## src/source/exu_defs.svh

```systemverilog
`ifndef EXU_DEFS_SVH
`define EXU_DEFS_SVH

// data and address width
`define EXU_XLEN 64

// general register count
`define EXU_NREGS 32

// bits to index one register
`define EXU_REG_W 5

// one strobe per byte of a data word
`define EXU_STRB_W 8

// pc step between sequential instructions
`define EXU_INST_BYTES 4

`endif

```

## src/source/exu_pkg.sv

```systemverilog
`default_nettype none

`include "exu_defs.svh"

package exu_pkg;

    // kept instructions
    // nop sits at zero so a cleared stage reads as a bubble
    typedef enum logic [5:0] {
        op_nop,
        op_add, op_sub, op_and, op_or, op_xor,
        op_sll, op_srl, op_sra, op_slt, op_sltu,
        op_addi, op_lui,
        op_jal, op_jalr,
        op_beq, op_bne, op_blt, op_bge, op_bltu, op_bgeu,
        op_lb, op_lh, op_lw, op_ld, op_lbu, op_lhu, op_lwu,
        op_sb, op_sh, op_sw, op_sd
    } op_t;

    // alu operations
    typedef enum logic [3:0] {
        alu_add, alu_sub, alu_and, alu_or, alu_xor,
        alu_sll, alu_srl, alu_sra, alu_slt, alu_sltu
    } alu_mode_t;

    // decoded instruction from the decoder, imm already sign-extended
    typedef struct packed {
        op_t                   op;
        logic [`EXU_REG_W-1:0] rd;
        logic [`EXU_REG_W-1:0] rs1;
        logic [`EXU_REG_W-1:0] rs2;
        logic [`EXU_XLEN-1:0]  imm;
        logic [`EXU_XLEN-1:0]  pc;
    } exec_req_t;

    // execute to memory/retire payload
    typedef struct packed {
        op_t                   op;
        logic [`EXU_XLEN-1:0]  pc;
        logic [`EXU_XLEN-1:0]  next_pc;
        logic [`EXU_REG_W-1:0] rd;
        logic                  wen;
        // alu value, link, lui imm or memory address
        logic [`EXU_XLEN-1:0]  result;
        // raw rs2 for stores
        logic [`EXU_XLEN-1:0]  sdata;
    } stage_t;

    // one memory request, wdata already in its byte lanes
    typedef struct packed {
        logic [`EXU_XLEN-1:0]   addr;
        logic [`EXU_XLEN-1:0]   wdata;
        logic [`EXU_STRB_W-1:0] strb;
        logic                   write;
    } mem_req_t;

    // retired instruction as seen outside
    typedef struct packed {
        logic [`EXU_XLEN-1:0]  pc;
        logic [`EXU_XLEN-1:0]  next_pc;
        logic [`EXU_REG_W-1:0] rd;
        logic                  wen;
        logic [`EXU_XLEN-1:0]  wdata;
    } retire_t;

endpackage

`default_nettype wire

```

## src/source/exu_lsu.sv

```systemverilog
`timescale 1ns/1ps
`default_nettype none

`include "exu_defs.svh"

module exu_lsu (
    input  wire                      clk,
    input  wire                      rst,
    input  wire                      issue,
    input  wire exu_pkg::stage_t     stage,
    output logic                     busy,
    output logic [`EXU_REG_W-1:0]    pend_rd,
    output logic                     mem_req_valid,
    output exu_pkg::mem_req_t        mem_req,
    input  wire                      mem_req_ready,
    input  wire                      mem_rsp_valid,
    input  wire [`EXU_XLEN-1:0]      mem_rsp_data,
    output logic                     wr_en,
    output logic [`EXU_REG_W-1:0]    wr_idx,
    output logic [`EXU_XLEN-1:0]     wr_data,
    output logic                     retire_valid,
    output exu_pkg::retire_t         retire
);

    // st_req holds any instruction, memory ops also request there
    typedef enum logic [1:0] {
        st_idle,
        st_req,
        st_wait
    } state_t;

    state_t                 state;
    logic                   is_load;
    logic                   is_store;
    logic                   is_mem;
    logic [5:0]             lane_shift;
    logic [`EXU_STRB_W-1:0] size_mask;
    logic [`EXU_XLEN-1:0]   store_data;
    logic [`EXU_XLEN-1:0]   lane;
    logic [`EXU_XLEN-1:0]   load_data;

    assign is_load  = stage.op inside {exu_pkg::op_lb, exu_pkg::op_lh, exu_pkg::op_lw,
                                       exu_pkg::op_ld, exu_pkg::op_lbu, exu_pkg::op_lhu,
                                       exu_pkg::op_lwu};
    assign is_store = stage.op inside {exu_pkg::op_sb, exu_pkg::op_sh, exu_pkg::op_sw,
                                       exu_pkg::op_sd};
    assign is_mem   = is_load || is_store;

    // byte offset in the doubleword, as a bit shift
    assign lane_shift = {stage.result[2:0], 3'b000};

    // store size, data trimmed to its width before lane shift
    always_comb begin
        case (stage.op)
            exu_pkg::op_sb: begin
                size_mask  = 8'h01;
                store_data = {{(`EXU_XLEN-8){1'b0}}, stage.sdata[7:0]};
            end
            exu_pkg::op_sh: begin
                size_mask  = 8'h03;
                store_data = {{(`EXU_XLEN-16){1'b0}}, stage.sdata[15:0]};
            end
            exu_pkg::op_sw: begin
                size_mask  = 8'h0f;
                store_data = {{(`EXU_XLEN-32){1'b0}}, stage.sdata[31:0]};
            end
            default: begin
                size_mask  = 8'hff;
                store_data = stage.sdata;
            end
        endcase
    end

    // request stays stable while held in st_req
    assign mem_req_valid = (state == st_req) && is_mem;
    assign mem_req.addr  = stage.result;
    assign mem_req.write = is_store;
    assign mem_req.wdata = is_store ? (store_data << lane_shift) : '0;
    assign mem_req.strb  = is_store ? (size_mask << stage.result[2:0]) : '0;

    // load lane down to bit 0, then extend per op
    assign lane = mem_rsp_data >> lane_shift;

    always_comb begin
        case (stage.op)
            exu_pkg::op_lb:  load_data = {{(`EXU_XLEN-8){lane[7]}}, lane[7:0]};
            exu_pkg::op_lh:  load_data = {{(`EXU_XLEN-16){lane[15]}}, lane[15:0]};
            exu_pkg::op_lw:  load_data = {{(`EXU_XLEN-32){lane[31]}}, lane[31:0]};
            exu_pkg::op_lbu: load_data = {{(`EXU_XLEN-8){1'b0}}, lane[7:0]};
            exu_pkg::op_lhu: load_data = {{(`EXU_XLEN-16){1'b0}}, lane[15:0]};
            exu_pkg::op_lwu: load_data = {{(`EXU_XLEN-32){1'b0}}, lane[31:0]};
            default:         load_data = lane;
        endcase
    end

    // non-memory ops retire the cycle after issue
    // memory ops on their response
    assign retire_valid = ((state == st_req) && !is_mem) ||
                          ((state == st_wait) && mem_rsp_valid);

    // a retiring slot is free for the next issue
    assign busy    = (state != st_idle) && !retire_valid;
    assign pend_rd = ((state != st_idle) && stage.wen) ? stage.rd : '0;

    always_ff @(posedge clk) begin
        if (rst) begin
            state <= st_idle;
        end else if (retire_valid) begin
            state <= issue ? st_req : st_idle;
        end else if (issue) begin
            state <= st_req;
        end else if (mem_req_valid && mem_req_ready) begin
            // response comes no earlier than next cycle
            state <= st_wait;
        end
    end

    // writeback, x0 filtered in the register file
    assign wr_data = is_load ? load_data : stage.result;
    assign wr_en   = retire_valid && stage.wen;
    assign wr_idx  = stage.rd;

    assign retire.pc      = stage.pc;
    assign retire.next_pc = stage.next_pc;
    assign retire.rd      = stage.rd;
    assign retire.wen     = stage.wen;
    assign retire.wdata   = wr_data;

endmodule

`default_nettype wire

```

## config.mk

```make
export PLATFORM = sky130hd
export DESIGN_NAME = exu_lsu
export DESIGN_NICKNAME = d
export VERILOG_FILES = /design/src/source/exu_pkg.sv /design/src/source/exu_lsu.sv
export VERILOG_INCLUDE_DIRS = /design/src /design/src/source
export SDC_FILE = /design/constraint.sdc
export NUM_CORES = 1
export LEC_CHECK = 0
export BUFFER_PORTS_ARGS = -buffer_cell sky130_fd_sc_hd__buf_4
export CAP_MARGIN = 0
export CELL_PAD_IN_SITES_DETAIL_PLACEMENT = 1
export CELL_PAD_IN_SITES_GLOBAL_PLACEMENT = 2
export CORE_AREA = 2 2 294 296
export DETAILED_ROUTE_END_ITERATION = 16
export DIE_AREA = 0 0 296 298
export PLACE_DENSITY_LB_ADDON = 0.1
export SETUP_SLACK_MARGIN = 0.3
export SLEW_MARGIN = 10
export SYNTH_ARGS = -nofsm -noshare
export SYNTH_HDL_FRONTEND = slang
export SYNTH_SLANG_ARGS = --single-unit
```

## constraint.sdc

```tcl
create_clock -name clk -period 8.88 [get_ports clk]
set_input_delay 1.776 -clock clk [delete_from_list [all_inputs] [get_ports clk]]
set_output_delay 1.776 -clock clk [all_outputs]
set_load 0.01 [all_outputs]
```

== Word-level counts from Yosys, hierarchy flattened ==
Index checks and enable logic that the tools add are counted.
Word-level totals
  register bits: 2
Operators by class
  equal/unequal tests: 13
  shift-type cells: 3
  muxes and demuxes: 11
  reduce and logical (&&, ||, !) cells: 15
Operator list (number)
  $pmux 64 s6: 1
  $pmux 64 s3: 1
  $mux 64: 2
  $eq 6x5->1 const B: 11
  $shl 64x6->64: 1
  $shr 64x6->64: 1
  $pmux 8 s3: 1
  $mux 8: 1
  $shl 8x3->8: 1
  $logic_and 1x1->1: 7
  $reduce_bool 7->1: 1
  $mux 2: 3
  $mux 5: 1
  $reduce_bool 4->1: 1
  $reduce_bool 3->1: 1
  $eq 2x1->1 const B: 1
  $eq 2x2->1 const B: 1
  $logic_not 1->1: 2
  $logic_or 1x1->1: 2
  $reduce_bool 2->1: 1
  $mux 1: 1

== Logic depth before layout (Yosys ltp) ==
  depth in word-level cells: 8
  gate-level depth with buffers: 10

== Least setup slack after synthesis ==
Ideal clock, no wire load.
  kind: input to output
  from: input stage[65] (netlist bit)
  to: output wr_data[53]
  arrival time: 3719 ps
  data required time: 7104 ps
  path slack: 3385 ps
  stages: 9
  path through: buf_2 mux4_2 mux2_2 o2bb2a_4 buf_6 nand3_4 buf_2 o22a_1 buf_4
RTL lines
  start: declaration: line exu_lsu.sv:10  | input wire exu_pkg::stage_t stage,
  end: declaration: line exu_lsu.sv:20  | output logic [`EXU_XLEN-1:0] wr_data,

== Worst setup path after layout ==
  from: input stage[65] (netlist bit)
  to: output wr_data[35]
Between the ends
  longest elaborated chain between the ends: 3
Ends and longest elaborated chain
  $shr 64x6->64: line exu_lsu.sv:82  | assign lane = mem_rsp_data >> lane_shift;
  $pmux 64 s6: line exu_lsu.sv:85  | case (stage.op)
  $mux 64: line exu_lsu.sv:119  | assign wr_data = is_load ? load_data : stage.result;
No other way between the ends.

==> results.yml <==
run_status:
  outcome: "complete, no violations"
detailed_routing:
  ant_nets: 0
  vias_per_cell: 3.51
  vias: 8153
  drt-total-wl_um: 59400
  wl_per_cell_um: 25.6
  drt_iter0_markers: 358
  drtPass1Iterations: 4
  drc: 0
final_layout:
  post-route-util: 0.118
  largest_register_ffs: 2
  layout-drive-gt1-share: 0.500
  top_register: "state"
  nets: 1512
  post_layout_nonfiller_instances: 2320
  nFillCells: 10300
  syn_to_final_growth_pct: 42.4
  largestRegisters: "state x2"
yosys:
  synth-seq-cells: 2
  syn_avg_cell_area_um2: 6.96
  synth_top_cell_by_area: "buf_4"
  synth_nets: 1348
  synth.most_common_cell: "buf_4"
  ys_warn_count: 0
  yosys-top-cells-area: "buf_4 (29%), mux2i_1 (9.1%), mux4_2 (7.7%)"
  synth_cells: 1011
  synth.distinct_cells: 53
  ys_async_sr_fraction: 0
  synth_edf_count: 0
  yosys-top-cells-count: "buf_4 (269), nor2_1 (113), nand2_1 (65)"
  ys_seq_area_frac: 0.00569
  dominantRegCellSynth: "dfxtp_1"
  synth_area_um2: 7030
  synth_top_area_share: 0.287
worst_setup_path:
  critPathKind: "input port to output pin"
  crit_path_end_kind: "output pin"
  critical-path-slowest-cell: "and3_1"
  cp_max_fo: 62
  timing.rr.start: "state[0]$_SDFFE_PP0P_"
  cp-start-kind: "input port"
  reg2regPathDepth: 3
  path_cells: "buf_4, mux4_2, mux2_2, o2bb2a_4, and3_1, a21oi_1, buf_4"
  path_common_cell: "buf_4"
  reg2reg_to: "state[1]$_SDFFE_PP0P_"
  cp.arrival_ps: 5100
  crit_required_ps: 7100
  reg2reg_slack_ps: 7800
  worst_path_largest_cell_delay_ps: 820
placed_design:
  dp.cells: 2314
  hpwl_um: 49800
  io_buffers: 493
  gp_congestion: 0.785
worst_hold_path:
  hp-class: "register to register"
  min_from: "state[0]$_SDFFE_PP0P_"
  min_path_cells: 2
  min_to: "state[0]$_SDFFE_PP0P_"
floorplan:
  start_util: 0.0829
  dieArea_um2: 88200
  rows: 107
  pin_count: 750
  fp.dieH_um: 298
  die_x_um: 296
  coreArea_um2: 84900
power:
  power.clock.fraction: 0.111
  netSwitchingFraction: 0.503
  power.density_nw_per_um2: 62.2
  p_int_uw: 310
  p_leak_uw: 0.00426
  pwr-share-comb: 0.874
  power.total_uw: 623
  ir_drop_mv: 0.0410
  power_frac_seq: 0.016
  switching_power_uw: 313
job:
  maxCapViolations: 0
global_routing:
  grt-ovfl-total: 0
  grt_pass1_vias: 8986
  grt_max_degree: 85
  grt_pass1_wl_um: 79000
  antenna_found_initial: 12
  grt_use_total: 0.127
cts:
  post_cts_buffers: 0
  ctsHoldBuffers: 0
  ctsResizeCount: 0
  clock_sinks: 2
  clock_path_buffers: 2
  clock_latency_ps: 220
  clock-root-buffer: "clkbuf_16"
  tritoncts: "done"
  numCtsBuffers: 3
  cts_max_level: 1
  clk_pin_slew_ps: 30
timing:
  clock_skew_ps: 1.86
  maxSlewHeadroom: 0.317
  setup_violations: 0
  clock.fmax_ghz: 0.145
  slew_violations: 0
  finalSetupTns_ps: 0
  min_period_over_period: 0.775
  min_period_ps: 6880
  worst_pin_slew_ps: 1020
  grt_setup_unrepaired: "false"
  hold_viol_final: 0
-- cell usage in the layout (no fill, tap or decap), types with 2 or more instances in the layout --
cell,count
a211oi_1,15
a21oi_1,50
a21oi_2,11
a221oi_1,3
a22o_1,2
a22oi_1,7
a2bb2oi_1,12
a31oi_1,19
a32oi_1,19
and2_1,8
and3_1,21
buf_4,504
clkbuf_16,3
dfxtp_1,2
diode_2,3
inv_1,10
mux2_2,31
mux2i_1,64
mux4_2,24
nand2_1,65
nand2b_1,7
nand3_1,16
nor2_1,111
nor2b_1,20
nor3_1,5
o21a_1,3
o21ai_0,48
o221ai_1,12
o22a_1,30
o22ai_1,15
o2bb2ai_1,9
or2_2,2
-- metal layers --
layer | part of all wire | track usage | wire length, um
met5 | 0.0023 | 0 | 134
met4 | 0.019 | 0.0219 | 1140
met3 | 0.081 | 0.0392 | 4810
met2 | 0.52 | 0.237 | 30700
met1 | 0.38 | 0.141 | 22600
-- critical path: cells and delay by family --
kind / cells / cell delay (ps)
mux: 2 / 910
simple gates: 1 / 820
buf+inv: 2 / 830
compound gates: 2 / 670
-- cell type report --
class / count / area (um2) / area share
diodes: 3 / 7.51 / 0.000749
flip-flops and latches: 2 / 40.0 / 0.00400
multi-input cells: 651 / 4620 / 0.461
inverters: 11 / 41.3 / 0.00412
clock buffers: 3 / 75.1 / 0.00749
repair buffers: 506 / 3800 / 0.379
well taps: 1144 / 1430 / 0.143
-- power groups by stage --
stage / registers, uW / clock network [uW] / logic, uW
after floorplan: 9.68 / 0 / 352
after global placement: 9.82 / 0 / 569
after detailed placement: 9.80 / 0 / 567
after CTS: 9.70 / 69.7 / 569
after global routing: 9.76 / 71.5 / 594
final: 9.70 / 69.1 / 544
-- per-stage QoR --
step / setup WS [ps] / hold WS [ps] / area (um2)
6_report: 2000 / 575 / 10000
5_1_grt: 1760 / 624 / 10000
4_1_cts: 1900 / 577 / 10000
3_5_place_dp: 1910 / 564 / 9930
3_3_place_gp: 2000 / 555 / 9920
2_1_floorplan: 3390 / 501 / 7030
-- worst max path at each step --
stage | cells past startpoint | slack, ps | end | start
global placement | 7 | 2000 | wr_data[35] | stage[65]
floorplan | 9 | 3390 | wr_data[53] | stage[65]
finish | 7 | 2000 | wr_data[35] | stage[65]
global route | 7 | 1760 | wr_data[35] | stage[65]
detailed placement | 7 | 1910 | wr_data[35] | stage[65]
CTS | 7 | 1900 | wr_data[35] | stage[65]
-- kinds of logic after synthesis --
kind of cell / count (synthesis) / share of synthesized area
multiplexers: 119 / 0.218
flip-flops: 2 / 0.00569
AO/OA/AOI/OAI: 262 / 0.258
buffers and inverters: 358 / 0.342
XOR/XNOR: 1 / 0.00125
AND/OR/NAND/NOR: 269 / 0.176
No activity file was read; power rests on OpenSTA's default activity.
